<file path="src/logic/match_pkg.sv">
package match_pkg;

    // window and compare geometry
    localparam int ADDR_WIDTH     = 10;  // 1024-byte window
    localparam int MATCH_WIDTH    = 4;   // bytes per beat
    localparam int BURST_LEN      = 4;   // beats per burst
    localparam int MAX_MATCH_LEN  = 64;
    localparam int MATCH_LEN_BITS = 7;
    localparam int TAG_BITS       = 8;

    // scoreboard
    localparam int SB_DEPTH    = 2;
    localparam int SB_IDX_BITS = 1;

    // derived sizes
    localparam int BURST_BYTES   = MATCH_WIDTH * BURST_LEN;   // address step per burst
    localparam int BEAT_LEN_BITS = $clog2(MATCH_WIDTH + 1);   // holds 0..MATCH_WIDTH

    typedef logic [ADDR_WIDTH-1:0]      addr_t;
    typedef logic [MATCH_WIDTH*8-1:0]   word_t;      // lowest byte in bits 7:0
    typedef logic [MATCH_LEN_BITS-1:0]  len_t;
    typedef logic [BEAT_LEN_BITS-1:0]   beat_len_t;
    typedef logic [TAG_BITS-1:0]        tag_t;
    typedef logic [SB_IDX_BITS-1:0]     idx_t;

    typedef struct packed {
        tag_t  tag;
        addr_t head_addr;
        addr_t history_addr;
    } match_req_t;

    typedef struct packed {
        tag_t tag;
        len_t match_len;
    } match_resp_t;

    typedef struct packed {
        addr_t addr;    // address of the lowest byte
        word_t data;
    } buf_write_t;

    typedef struct packed {
        idx_t  idx;
        logic  last;    // final beat of the burst
        addr_t head_addr;
        addr_t history_addr;
    } pipe_issue_t;

    typedef struct packed {
        idx_t      idx;
        logic      last;
        beat_len_t match_len;
    } pipe_result_t;

endpackage

</file>
<file path="src/logic/match_pipeline.sv">
`timescale 1ns/100ps

module match_pipeline (
    input  logic                    clk,
    input  logic                    rst_n,
    input  logic                    i_issue_valid,
    input  match_pkg::pipe_issue_t  i_issue,
    output match_pkg::addr_t        o_rd_head_addr,
    output match_pkg::addr_t        o_rd_hist_addr,
    input  match_pkg::word_t        i_rd_head_data,
    input  match_pkg::word_t        i_rd_hist_data,
    output logic                    o_result_valid,
    output match_pkg::pipe_result_t o_result
);

    // stage 1, issued beat
    logic                   s1_valid;
    match_pkg::pipe_issue_t s1_issue;

    // stage 2, sideband next to the buffer read registers
    logic                   s2_valid;
    match_pkg::idx_t        s2_idx;
    logic                   s2_last;

    // compare of the words returned for stage 2
    match_pkg::beat_len_t   eq_len;
    logic                   eq_run;

    always_ff @(posedge clk) begin
        if (!rst_n) begin
            s1_valid       <= 1'b0;
            s2_valid       <= 1'b0;
            o_result_valid <= 1'b0;
        end else begin
            s1_valid       <= i_issue_valid;
            s2_valid       <= s1_valid;
            o_result_valid <= s2_valid;
        end
    end

    always_ff @(posedge clk) begin
        s1_issue <= i_issue;
        s2_idx   <= s1_issue.idx;   // travels with the read in flight
        s2_last  <= s1_issue.last;
    end

    assign o_rd_head_addr = s1_issue.head_addr;
    assign o_rd_hist_addr = s1_issue.history_addr;

    // leading equal bytes, lowest byte first, stop at the first difference
    always_comb begin
        eq_len = '0;
        eq_run = 1'b1;
        for (int k = 0; k < match_pkg::MATCH_WIDTH; k++) begin
            if (eq_run && i_rd_head_data[k*8 +: 8] == i_rd_hist_data[k*8 +: 8]) begin
                eq_len = eq_len + match_pkg::beat_len_t'(1);
            end else begin
                eq_run = 1'b0;
            end
        end
    end

    // stage 3 result register
    always_ff @(posedge clk) begin
        o_result.idx       <= s2_idx;
        o_result.last      <= s2_last;
        o_result.match_len <= eq_len;
    end

endmodule

</file>
<file path="config.mk">
export PLATFORM = sky130hd
export DESIGN_NAME = match_pipeline
export DESIGN_NICKNAME = d
export VERILOG_FILES = /design/src/logic/match_pkg.sv /design/src/logic/match_pipeline.sv
export SDC_FILE = /design/constraint.sdc
export NUM_CORES = 1
export LEC_CHECK = 0
export BUFFER_PORTS_ARGS = -buffer_cell sky130_fd_sc_hd__clkbuf_2
export CORE_MARGIN = 10
export CORE_UTILIZATION = 30
export CTS_CLUSTER_SIZE = 30
export DETAILED_ROUTE_END_ITERATION = 16
export PLACE_DENSITY_LB_ADDON = 0.08
export SYNTH_ARGS = -nofsm -noshare
export SYNTH_HDL_FRONTEND = slang
export SYNTH_SLANG_ARGS = --single-unit
</file>
<file path="constraint.sdc">
create_clock -name clk -period 3.1 [get_ports clk]
set_input_delay 0.465 -clock clk [delete_from_list [all_inputs] [get_ports clk]]
set_output_delay 0.465 -clock clk [all_outputs]
set_load 0.005 [all_outputs]
</file>
=== After elaboration in Yosys (flattened, before gate mapping) ===
Index checks and enable logic that the tools add are counted.

* Flip-flop bits (word level): 32

* $add $sub $neg: 3
* Eq/ne operators: 4
* Mux-type cells: 7
* Reductions and logical operators: 3

{| class="wikitable"
|+ Operator list
! operator !! number
|-
| equality test 8 bit || 4
|-
| adder 3 x 1 -> 3 bit, second input constant || 3
|-
| two-way mux 3 bit || 3
|-
| two-way mux 1 bit || 4
|-
| logical AND 1 bit || 3
|}

=== Depth between registers and ports, before layout ===
* Depth in word-level cells: 8
* Gate-level depth with buffers: 6

=== Worst setup path after synthesis ===
No wires, ideal clock.

* Kind: input to register
* From: input port i_rd_hist_data[23]
* To: register o_result[1] in the netlist's numbering
* Setup time: 125 ps
* Arrival time: 1790 ps
* Required time: 2975 ps
* Setup slack: 1185 ps
* Stages on the path: 6
* Path buffers: 0
* Cells stage by stage: xor2_1 nor4_4 nand2_1 a21oi_1 ha_1 o41a_1

* Cells in the longest elaborated chain, start to end: 5

{| class="wikitable"
|+ RTL lines
! element !! RTL line !! text
|-
| start, declared || match_pipeline.sv:11 || <nowiki>input match_pkg::word_t i_rd_hist_data,</nowiki>
|-
| equality test 8 bit * || match_pipeline.sv:55 || <nowiki>if (eq_run && i_rd_head_data[k*8 +: 8] == i_rd_hist_data[k*8 +: 8]) begin</nowiki>
|-
| logical AND 1 bit * || match_pipeline.sv:55 ||
|-
| two-way mux 3 bit or two-way mux 1 bit (tied branches) || match_pipeline.sv:55 ||
|-
| adder 3 x 1 -> 3 bit or logical AND 1 bit (tied branches) || match_pipeline.sv:56, match_pipeline.sv:55 ||
|-
| two-way mux 3 bit * || match_pipeline.sv:55 ||
|-
| named net eq_len[1] || match_pipeline.sv:26 || <nowiki>match_pkg::beat_len_t eq_len;</nowiki>
|-
| end, declared || match_pipeline.sv:13 || <nowiki>output match_pkg::pipe_result_t o_result</nowiki>
|}

The timed path passes the listed nets; every way through them passes the cells marked *.
A chain may end at the register's enable or synchronous reset.

=== Worst setup path after layout ===
* From: input port i_rd_hist_data[1]
* To: register o_result[1] in the netlist's numbering

* Cells in the longest elaborated chain, start to end: 8

{| class="wikitable"
|+ RTL lines
! element !! RTL line
|-
| equality test 8 bit * || match_pipeline.sv:55
|-
| two-way mux 1 bit || match_pipeline.sv:55
|-
| adder 3 x 1 -> 3 bit or logical AND 1 bit (tied branches) || match_pipeline.sv:56, match_pipeline.sv:55
|-
| two-way mux 3 bit or two-way mux 1 bit (tied branches) || match_pipeline.sv:55
|-
| adder 3 x 1 -> 3 bit or logical AND 1 bit (tied branches) || match_pipeline.sv:56, match_pipeline.sv:55
|-
| two-way mux 3 bit or two-way mux 1 bit (tied branches) || match_pipeline.sv:55
|-
| adder 3 x 1 -> 3 bit or logical AND 1 bit (tied branches) || match_pipeline.sv:56, match_pipeline.sv:55
|-
| two-way mux 3 bit * || match_pipeline.sv:55
|-
| named net eq_len[1] || match_pipeline.sv:26
|}

Marks and branches as above.

==> results.toml <==
[status]
outcome = "finished, final reports clean"

[die]
pin_count = 115
core_region_area_um2 = 4030
start_util_pct = 31.1
die_w_um = 84.7
die-area_um2 = 7170
dieHeight_um = 84.7
fp-row-count = 23

[job]
maxCapViolCount = 0

[worst_setup_path]
cp.depth = 6
crit_arrival_ns = 2.03
cp_data_required_time_ns = 3.26
startpoint_type = "input pin"
critPathMaxStageDelay_ns = 0.40
crit_fanout = 3
path_buf_inv = 1
slowest_stage = "o41a_1"
path_class = "input pin to flip-flop"
cp_top_family = "simple AND/OR/NAND/NOR gates"
ff2ff_path_depth = 1
endpoint_kind = "flip-flop"
worstPathCellList = "clkbuf_2 -> xor2_1 -> nor4_1 -> and4bb_1 -> ha_1 -> o41a_1"

[power]
powerDensity_nw_per_um2 = 463
peakVddDrop_uv = 165
power_mw = 0.840
p_leak_nw = 0.937

[routing]
wirelength_mm = 3.33
wl_per_cell_um = 12.9
drtIter0Drc = 13
first_pass_iters = 2
vias = 1028
drc = 0
via_per_inst = 3.98
drtAntennaViolNets = 0

[placement]
place_ws_ns = 0.930
hpwl_mm = 3.15
place.gp.congestion = 0.655
place_area_um2 = 1740
dpl.cell_count = 251
numPortBuffers = 114

[yosys]
synth_top_area_share_pct = 51.0
synthMostInstantiatedCell = "dfxtp_1"
ys_ff_latch = 32
synth_nets = 197
avgSynthCellArea_um2 = 11.7
yosysTopAreaCell = "dfxtp_1"
syn_area_um2 = 1250
yosys-top-cells-count = "dfxtp_1 (32), buf_4 (20), xnor2_1 (16), xor2_1 (16), nand4_1 (4)"
synth_edf_count = 0
synth-async-reset-ratio_pct = 0
synth.top_cells.by_area = "dfxtp_1 (51%), buf_4 (12%), xnor2_1 (11%)"
ys_warn_count = 0
seq_area_frac_synth_pct = 51.0
synth_flop_cell = "dfxtp_1"
syn_inst = 107
synth_cell_types = 17

[clocking]
cts_resized = 0
postCtsSetupBuffers = 0
cts_buffer_depth = 2
cts_tree = "done"
cts.sinks = 32
ctsHoldBuffers = 0
clkLatencyLatePin_ns = 0.27
clkTransAtPathRegs_ns = 0.06
cts_made_buffers = 5
cts_root_buf = "clkbuf_8"
htree_levels = 2

[sta]
hold_viol = 0
skew_ns = 0.000187
relSlewSlack_pct = 76.4
setup_viol = 0
fin_crit_sh_pct = 60.4
whs_ns = 0.295
finalSetupTns_ns = 0
timing.final.ws_setup_ns = 1.23
max_slew.worst_pin.slew_ns = 0.351
min_period_ns = 1.87
rsz0062_at_grt = "false"
slew_viol_final = 0
timing.fmax_mhz = 534

[global_routing]
grt_max_degree = 10
gr-total-overflow = 0
grt_pass1_wl_mm = 5.44
grt_pass1_vias = 1228
grt_antenna_before_repair = 0
grt_usage_pct = 9.12

[cells_and_area]
num_antenna_cells = 0
instances_no_fill = 258
drive_above_1_share_pct = 59.1
stdcell_area_um2 = 1820
final_util_pct = 45.1
nFillCells = 408
area_growth_pct = 44.7
final_nets = 298

[min_path]
whs_path_depth = 1
hold_path.class = "input pin to flip-flop"
flip-flops by register name, summed over array words and instances (netlist names):
name,cells
o_rd_head_addr,10
o_rd_hist_addr,10
o_result,5
o_result_valid,1
s1_issue,2
s1_valid,1
s2_idx,1
s2_last,1
s2_valid,1
layout make-up:
type	count	area [µm²]	share of cell area, %
multi-input cells	55	464	25.6
clock buffers	6	72.6	4.00
clock inverters	1	5.00	0.276
well taps	50	62.6	3.45
flip-flops and latches	32	641	35.3
repair buffers	114	571	31.4
routing by layer:
layer  part of all wire, %  vias up  GRT usage [%]  wire length (µm)
met5                     0        -              0                 0
met4                   1.1        0           4.04                36
met3                    14        2           5.31               458
met2                    49       71           15.6              1650
met1                    36      425           8.69              1190
li1                      -      530              -                 -
kinds of logic (layout without fill, tap and decap cells):
family	after synthesis	count (layout)	share of synthesized area (%)
xor gates and xnor gates	32	32	22.3
DFF	32	32	51.0
buffers and inverters	20	121	12.0
and+or+nand+nor	18	18	11.4
AOI/OAI and AO/OA	4	4	2.29
adders and majority gates	1	1	0.997
worst paths after layout:
path | slack [ns] | end | start
hold reg to reg | 0.33 | o_result[3] | s2_last
setup reg to reg | 2.57 | s2_valid | s1_valid
hold / removal | 0.29 | s1_issue[20] | i_issue[20]
setup / recovery | 1.23 | o_result[1] | i_rd_hist_data[1]
where the power goes:
group	switching (mW)	internal, mW	total [mW]
clock	0.127	0.152	0.279
combinational	0.0495	0.0759	0.125
sequential	0.00427	0.431	0.435
layout by cell type (no fill, tap or decap), types with 3 or more instances in the layout:
cell type and count:
xnor2_1 16, clkbuf_8 5, dfxtp_1 32, clkbuf_2 114, xor2_1 16, and2_1 3, nand4_1 4
No activity file was read; power rests on OpenSTA's default activity.
