File: src/logic/match_pkg.sv
package match_pkg;

    // window and compare geometry
    localparam int ADDR_WIDTH     = 10;  // 1024-byte window
    localparam int MATCH_WIDTH    = 4;   // bytes per beat
    localparam int BURST_LEN      = 4;   // beats per burst
    localparam int MAX_MATCH_LEN  = 64;
    localparam int MATCH_LEN_BITS = 7;
    localparam int TAG_BITS       = 8;

    // scoreboard
    localparam int SB_DEPTH    = 2;
    localparam int SB_IDX_BITS = 1;

    // derived sizes
    localparam int BURST_BYTES   = MATCH_WIDTH * BURST_LEN;   // address step per burst
    localparam int BEAT_LEN_BITS = $clog2(MATCH_WIDTH + 1);   // holds 0..MATCH_WIDTH

    typedef logic [ADDR_WIDTH-1:0]      addr_t;
    typedef logic [MATCH_WIDTH*8-1:0]   word_t;      // lowest byte in bits 7:0
    typedef logic [MATCH_LEN_BITS-1:0]  len_t;
    typedef logic [BEAT_LEN_BITS-1:0]   beat_len_t;
    typedef logic [TAG_BITS-1:0]        tag_t;
    typedef logic [SB_IDX_BITS-1:0]     idx_t;

    typedef struct packed {
        tag_t  tag;
        addr_t head_addr;
        addr_t history_addr;
    } match_req_t;

    typedef struct packed {
        tag_t tag;
        len_t match_len;
    } match_resp_t;

    typedef struct packed {
        addr_t addr;    // address of the lowest byte
        word_t data;
    } buf_write_t;

    typedef struct packed {
        idx_t  idx;
        logic  last;    // final beat of the burst
        addr_t head_addr;
        addr_t history_addr;
    } pipe_issue_t;

    typedef struct packed {
        idx_t      idx;
        logic      last;
        beat_len_t match_len;
    } pipe_result_t;

endpackage

File: src/logic/match_scoreboard.sv
`timescale 1ns/100ps

module match_scoreboard (
    input  logic                    clk,
    input  logic                    rst_n,
    input  logic                    i_req_valid,
    output logic                    o_req_ready,
    input  match_pkg::match_req_t   i_req,
    output logic                    o_resp_valid,
    input  logic                    i_resp_ready,
    output match_pkg::match_resp_t  o_resp,
    output logic                    o_issue_valid,
    output match_pkg::pipe_issue_t  o_issue,
    input  logic                    i_result_valid,
    input  match_pkg::pipe_result_t i_result
);

    // entry flags
    logic [match_pkg::SB_DEPTH-1:0] sb_occ;    // entry holds a request
    logic [match_pkg::SB_DEPTH-1:0] sb_wait;   // next burst not yet issued
    logic [match_pkg::SB_DEPTH-1:0] sb_done;   // response pending
    logic [match_pkg::SB_DEPTH-1:0] sb_contd;  // all beats so far were full

    // entry payload, bases advance by one burst per round
    match_pkg::match_req_t sb_req [match_pkg::SB_DEPTH];
    match_pkg::len_t       sb_len [match_pkg::SB_DEPTH];

    match_pkg::idx_t  first_free;
    match_pkg::idx_t  first_done;
    match_pkg::idx_t  alloc_idx;
    logic             req_fire;
    logic             resp_fire;

    // burst issue state
    match_pkg::idx_t  issue_idx;
    match_pkg::idx_t  next_issue_idx;
    match_pkg::addr_t issue_offset;
    logic             issue_last;

    // result decode, one result per cycle at most
    logic [match_pkg::SB_DEPTH-1:0] res_hit;
    match_pkg::len_t  res_sum;
    logic             res_full;
    logic             res_finish;

    // lowest free and lowest done entry
    always_comb begin
        first_free = '0;
        first_done = '0;
        for (int i = match_pkg::SB_DEPTH - 1; i >= 0; i--) begin
            if (!sb_occ[i]) begin
                first_free = match_pkg::idx_t'(i);
            end
            if (sb_done[i]) begin
                first_done = match_pkg::idx_t'(i);
            end
        end
    end

    assign next_issue_idx = issue_idx + match_pkg::idx_t'(1);

    // prefer the entry that issues next, else the first free one
    assign alloc_idx = sb_occ[next_issue_idx] ? first_free : next_issue_idx;

    assign o_req_ready  = ~&sb_occ;
    assign o_resp_valid = |sb_done;
    assign req_fire     = i_req_valid & o_req_ready;
    assign resp_fire    = o_resp_valid & i_resp_ready;

    assign o_resp = '{tag: sb_req[first_done].tag, match_len: sb_len[first_done]};

    // beat offset within the burst
    assign issue_last =
        (issue_offset == match_pkg::addr_t'(match_pkg::BURST_BYTES - match_pkg::MATCH_WIDTH));

    always_ff @(posedge clk) begin
        if (!rst_n) begin
            issue_idx    <= '0;
            issue_offset <= '0;
        end else if (!sb_wait[issue_idx] || issue_last) begin
            issue_idx    <= next_issue_idx;   // idle entry skipped in one cycle
            issue_offset <= '0;
        end else begin
            issue_offset <= issue_offset + match_pkg::addr_t'(match_pkg::MATCH_WIDTH);
        end
    end

    assign o_issue_valid = sb_wait[issue_idx];

    always_comb begin
        o_issue.idx          = issue_idx;
        o_issue.last         = issue_last;
        o_issue.head_addr    = sb_req[issue_idx].head_addr + issue_offset;
        o_issue.history_addr = sb_req[issue_idx].history_addr + issue_offset;
    end

    // results only count for a live entry
    always_comb begin
        for (int i = 0; i < match_pkg::SB_DEPTH; i++) begin
            res_hit[i] = i_result_valid && i_result.idx == match_pkg::idx_t'(i) &&
                         sb_occ[i] && !sb_done[i];
        end
    end

    assign res_sum  = sb_len[i_result.idx] + match_pkg::len_t'(i_result.match_len);
    assign res_full = (i_result.match_len == match_pkg::beat_len_t'(match_pkg::MATCH_WIDTH));

    // stop on a break, a short final beat or the length cap
    assign res_finish = !sb_contd[i_result.idx] || !res_full ||
                        (res_sum >= match_pkg::len_t'(match_pkg::MAX_MATCH_LEN));

    always_ff @(posedge clk) begin
        if (!rst_n) begin
            sb_occ   <= '0;
            sb_wait  <= '0;
            sb_done  <= '0;
            sb_contd <= '0;
        end else begin
            for (int i = 0; i < match_pkg::SB_DEPTH; i++) begin
                if (req_fire && alloc_idx == match_pkg::idx_t'(i)) begin
                    sb_occ[i]   <= 1'b1;
                    sb_wait[i]  <= 1'b1;
                    sb_contd[i] <= 1'b1;
                end else begin
                    if (o_issue_valid && issue_last && issue_idx == match_pkg::idx_t'(i)) begin
                        sb_wait[i] <= 1'b0;   // whole burst is in the pipeline
                    end
                    if (res_hit[i]) begin
                        if (!res_full) begin
                            sb_contd[i] <= 1'b0;   // later beats get dropped
                        end
                        if (i_result.last) begin
                            if (res_finish) begin
                                sb_done[i] <= 1'b1;
                            end else begin
                                sb_wait[i] <= 1'b1;   // another burst
                            end
                        end
                    end
                    if (resp_fire && first_done == match_pkg::idx_t'(i)) begin
                        sb_done[i] <= 1'b0;
                        sb_occ[i]  <= 1'b0;
                    end
                end
            end
        end
    end

    always_ff @(posedge clk) begin
        for (int i = 0; i < match_pkg::SB_DEPTH; i++) begin
            if (req_fire && alloc_idx == match_pkg::idx_t'(i)) begin
                sb_req[i] <= i_req;
                sb_len[i] <= '0;
            end else if (res_hit[i]) begin
                if (sb_contd[i]) begin
                    sb_len[i] <= res_sum;
                end
                if (i_result.last && !res_finish) begin
                    sb_req[i].head_addr <=
                        sb_req[i].head_addr + match_pkg::addr_t'(match_pkg::BURST_BYTES);
                    sb_req[i].history_addr <=
                        sb_req[i].history_addr + match_pkg::addr_t'(match_pkg::BURST_BYTES);
                end
            end
        end
    end

endmodule

File: config.mk
export PLATFORM = sky130hd
export DESIGN_NAME = match_scoreboard
export DESIGN_NICKNAME = d
export VERILOG_FILES = /design/src/logic/match_pkg.sv /design/src/logic/match_scoreboard.sv
export SDC_FILE = /design/constraint.sdc
export NUM_CORES = 1
export LEC_CHECK = 0
export ABC_AREA = 0
export ABC_CLOCK_PERIOD_IN_PS = 7820
export BUFFER_PORTS_ARGS = -buffer_cell sky130_fd_sc_hd__buf_2
export CAP_MARGIN = 20
export CORE_MARGIN = 2
export CORE_UTILIZATION = 45
export CTS_CLUSTER_DIAMETER = 50
export DETAILED_ROUTE_END_ITERATION = 10
export PLACE_DENSITY = 0.67
export SLEW_MARGIN = 20
export SYNTH_ARGS = -nofsm -noshare
export SYNTH_HDL_FRONTEND = slang
export SYNTH_SLANG_ARGS = --single-unit
File: constraint.sdc
create_clock -name clk -period 7.82 [get_ports clk]
set_input_delay 1.173 -clock clk [delete_from_list [all_inputs] [get_ports clk]]
set_output_delay 1.173 -clock clk [all_outputs]
set_load 0.05 [all_outputs]
Word level (Yosys, flattened, before mapping)
Memories as Yosys holds them, arrays and structs flattened. A register that Yosys moved wholly into a read port is not among the register bits.
Cells that the tools add are included.
{"block": "totals", "ram_bits": 70, "regBits": 19, "memories": 2, "in_bits": 38}
{"block": "classes", "eq_ne": 4, "n_mux": 63, "add_sub_neg": 9, "magnitude_cmp": 4, "n_reduce_logical": 41, "n_bitwise": 15}
{"name": "sb_req", "words": 2, "word_bits": 28, "read_ports": 4, "rd_clocked_by_memory_dff": 1, "write_ports": 2, "line": "match_scoreboard.sv:25", "rtl": "match_pkg::match_req_t sb_req [match_pkg::SB_DEPTH];"}
{"name": "sb_len", "words": 2, "word_bits": 7, "read_ports": 2, "rd_clocked_by_memory_dff": 0, "write_ports": 2, "line": "match_scoreboard.sv:26", "rtl": "match_pkg::len_t sb_len [match_pkg::SB_DEPTH];"}
{"op": "1-bit two-way mux", "count": 57}
{"op": "10-bit by 5-bit adder with 10-bit output, second input constant", "count": 4}
{"op": "10-bit two-way mux", "count": 4}
{"op": "10-bit adder", "count": 2}
{"op": "2-bit nonzero test", "count": 10}
{"op": "1-bit logical AND", "count": 14}
{"op": "7-bit two-way mux", "count": 2}
{"op": "10-bit by 3-bit adder with 10-bit output, second input constant", "count": 1}
{"op": "10-bit by 4-bit == test with 1-bit output, second input constant", "count": 1}
{"op": "4-bit AND reduction", "count": 2}
{"op": "7-bit by 3-bit adder with 7-bit output", "count": 1}
{"op": "7-bit greater-or-equal comparator, second input constant", "count": 1}
{"op": "1-bit logical NOT", "count": 7}
{"op": "1-bit inverter", "count": 7}
{"op": "1-bit by 2-bit less-than comparator with 1-bit output, second input constant", "count": 3}
{"op": "1-bit bitwise OR", "count": 6}
{"op": "2-bit AND reduction", "count": 3}
{"op": "2-bit by 1-bit != test with 1-bit output, second input constant", "count": 2}
{"op": "2-bit OR reduction", "count": 2}
{"op": "3-bit == test, second input constant", "count": 1}
{"op": "1-bit logical OR", "count": 3}
{"op": "1-bit AND", "count": 2}
{"op": "1-bit adder, second input constant", "count": 1}

Depth between registers and ports, before layout
{"block": "logic_depth", "depth_word": 12, "mapped_depth": 12, "depth_no_buf": 9}

Worst setup path after synthesis
No wires, ideal clock.
{"block": "synth_path", "kind": "reg2out", "from": "reg (tool-made name)", "to": "out o_issue[18] (netlist bit)", "slack_ns": 3.614, "required_time_ns": 6.647, "path_stages_with_launch": 12, "t_arrival_ns": 3.033, "path_cell_list": "dfxtp_1 -> clkbuf_1 -> clkbuf_1 -> mux2_2 -> ha_1 -> inv_1 -> fa_1 -> nor2b_1 -> o21ai_0 -> a21boi_0 -> or4_1 -> nand3_1"}
{"item": "end: declaration", "line": "match_scoreboard.sv:13", "rtl": "output match_pkg::pipe_issue_t o_issue,"}

==> results.py <==
metrics = {
    "status": {
        "status": "completed",
    },
    "clock_tree": {
        "cts_buffers": 9,
        "cts_tree": "built",
        "cts_hold_repair.buffers": 0,
        "htree_levels": 3,
        "clock-root-buffer": "clkbuf_8",
        "clock_path_buffers": 2,
        "post_cts_resized": 0,
        "clk_pin_slew_ns": 0.09,
        "numClockSinks": 88,
        "clk-insertion-delay-late_ns": 0.36,
        "cts_setup_buffers": 0,
    },
    "yosys": {
        "synth_cells": 401,
        "netlist_top_cells_area": "edfxtp_1, mux2_2, dfxtp_1, ha_1, xnor2_1",
        "postSynthAreaPerCell_um2": 12.1,
        "yosys.area.top_type": "edfxtp_1",
        "synth_seq_area_share_pct": 50.9,
        "ys_ff_latch": 88,
        "synthArstFlopShare_pct": 0,
        "synth_compound_area_share_pct": 7.86,
        "synthesis.area_um2": 4840,
        "synth_top_area_share_pct": 43.4,
        "synth_top_family_by_area": "multiplexers",
        "ys_types": 53,
        "synth_fa_ha_area_share_pct": 6.93,
        "yosys_warnings": 0,
        "synth_edf_count": 70,
        "synth_flop_cell": "edfxtp_1",
        "yosys.area_share.simple_pct": 10.1,
        "synth_mux_area_share_pct": 13.5,
        "netlist_top_cells_count": "edfxtp_1, nor2_1, mux2_2",
        "synth_xor_xnor_area_share_pct": 6.85,
        "yosysMostFrequentCell": "edfxtp_1",
        "synth_nets": 464,
    },
    "timing": {
        "fin_tns_setup_ns": 0,
        "timing.final.crit_share_pct": 59.2,
        "setup_viol": 0,
        "hold_ws_ns": 0.485,
        "grt_setup_unrepaired": "false",
        "max_slew_margin_pct": 34.5,
        "hold_viol": 0,
        "worst_pin_slew_ns": 0.981,
        "slew_viol_final": 0,
        "finalClockSkew_ns": 0.0103,
        "min_period_ns": 4.63,
        "max_freq_mhz": 216,
    },
    "routing": {
        "wl_met2_um": 4860,
        "drt-initial-drc-count": 136,
        "wl_per_cell_um": 15.7,
        "wl_met3_um": 276,
        "via_per_inst": 5.26,
        "dr.pass1.iters": 4,
        "vias": 3255,
        "highest_layer": "met4",
        "wl_met1_um": 4410,
        "ant_nets": 0,
        "drc_errors": 0,
        "routed_wl_um": 9720,
    },
    "setup_path": {
        "worstPathRequired_ns": 6.65,
        "crit_chain": "mux2i_1 > inv_1 > ha_1 > a21o_1 > a211oi_1 > nor2_1 > o41ai_1 > xnor2_1 > buf_2",
        "reg2regPathDepth": 9,
        "endpoint_kind": "output port",
        "r2r-end": "sb_req[0][18]",
        "rrSetupSlack_ns": 4.83,
        "worst_setup_path_start_kind": "flop",
        "path_max_fanout": 20,
        "slowest_delay_ns": 0.98,
        "reg2reg_from": "sb_len[0][0]",
        "worst_ep_arrival_time_ns": 3.46,
        "setup.worst_path.class": "flop to output port",
        "cp_slowest_cell": "dfxtp_1",
    },
    "floorplanning": {
        "die_x_um": 108,
        "io_pins": 78,
        "core_region_area_um2": 10400,
        "die_area_um2": 11600,
        "fp.dieH_um": 108,
        "start_util_pct": 46.7,
        "rows": 37,
    },
    "place": {
        "port_buffers": 77,
        "dpl.hpwl_um": 7140,
        "dp.cells": 603,
        "gp_congestion": 0.878,
    },
    "power_and_ir_drop": {
        "powerDensity_nw_per_um2": 218,
        "p_leak_nw": 2.22,
        "fin_total_pwr_mw": 1.20,
        "irDropWorstVdd_mv": 0.102,
    },
    "hold_path": {
        "hold_end": "sb_occ[0]",
        "hold_path_depth": 2,
        "hold_path.startpoint": "sb_occ[0]",
        "hold_path.class": "flop to flop",
    },
    "global_routing": {
        "grt_usage_pct": 17.4,
        "grt_pass1_vias": 3193,
        "antenna_found_initial": 0,
        "grt_max_degree": 27,
        "grt_overflow": 0,
        "grt_pass1_wl_um": 15400,
    },
    "finish": {
        "fin_nets": 541,
        "post-route-util_pct": 53.1,
        "layout-drive-gt1-share_pct": 30.6,
        "n_antenna_cell": 0,
        "nFillCells": 941,
        "area_growth_pct": 13.7,
        "final_cells": 619,
    },
    "job": {
        "drv_cap": 0,
    },
}
[layout make-up]
class	instances	area, um^2	share of cell area [%]
timing repair buffer	79	400	7.27
multi-input combinational	273	2200	39.9
clock inverter	7	47.5	0.864
clock buffer	9	124	2.25
inverter	27	101	1.84
tap	136	170	3.09
sequential	88	2460	44.7
[per-layer routing]
| metal | vias up | track usage (%) |
|---|---|---|
| met1 | 1584 | 22.8 |
| met5 | - | 0 |
| met4 | 0 | 6.96 |
| li1 | 1605 | - |
| met3 | 15 | 3.15 |
| met2 | 51 | 28.5 |
[through the flow]
stage                     area [um^2]  worst slack (ns)
final                            5500              3.19
after global routing             5500              2.96
after CTS                        5500              3.17
after detailed placement         5330              3.59
after global placement           5330              3.65
after floorplan                  4840              3.61
[cells in the final DEF, fill, tap and decap left out, types with 2 or more instances in the layout]
cell      count
xnor2_1      25
xor2_1       11
o211ai_1      3
o21ai_0       5
ha_1         22
o21a_1        2
nand3_1      13
nor3_1        3
a21o_1        2
o31a_1        2
a21boi_0      5
dfxtp_1      18
clkinv_4      2
a21oi_1       8
buf_4         2
or2_2         2
a22o_1       12
nand2b_1      2
o41ai_1       2
nor2b_1       7
buf_2        77
a211oi_1      2
nor2_1       42
edfxtp_1     70
mux2i_1      14
mux2_4        4
inv_1        27
or4_1         2
clkbuf_8      9
mux2_2       39
nand2_1      20
clkinv_2      2
fa_1          3
and3_1        2
[sequential cells by signal, summed over array words and instances, names as in the netlist, named ones only]
register and cells:
sb_req 56, issue_idx 1, sb_contd 2, sb_done 2, issue_offset 8, sb_len 14
sb_occ 2, sb_wait 2
[critical path: cells and delay by family (launching register included)]
kind | cells | cell delay [ns]
multiplexers | 1 | 0.36
flip-flops | 1 | 0.98
AO/OA/AOI/OAI | 3 | 0.80
adder cells (fa/ha/maj) | 1 | 0.27
XOR/XNOR | 1 | 0.21
buffers and inverters | 2 | 0.38
AND/OR/NAND/NOR | 1 | 0.10
[worst max-delay path by stage]
stage | to | slack [ns]
2_1_floorplan | o_issue[18] | 3.61
3_3_place_gp | o_issue[9] | 3.65
3_5_place_dp | o_issue[18] | 3.59
4_1_cts | o_issue[8] | 3.17
5_1_grt | o_issue[9] | 2.96
6_report | o_issue[9] | 3.19
[kinds of logic (layout without fill, tap and decap cells)]
group,count (synthesis),in the layout
adders and majority gates,25,25
xor gates and xnor gates,37,37
and+or+nand+nor,103,103
buffers and inverters,40,122
muxes,58,58
AOI/OAI and AO/OA,50,50
DFF,88,88
[report_power, final]
part	switching (mW)	internal [mW]
registers	0.0335	0.557
logic	0.219	0.111
clock network	0.165	0.115
total	0.418	0.783
(Power assumes the default switching activity.)
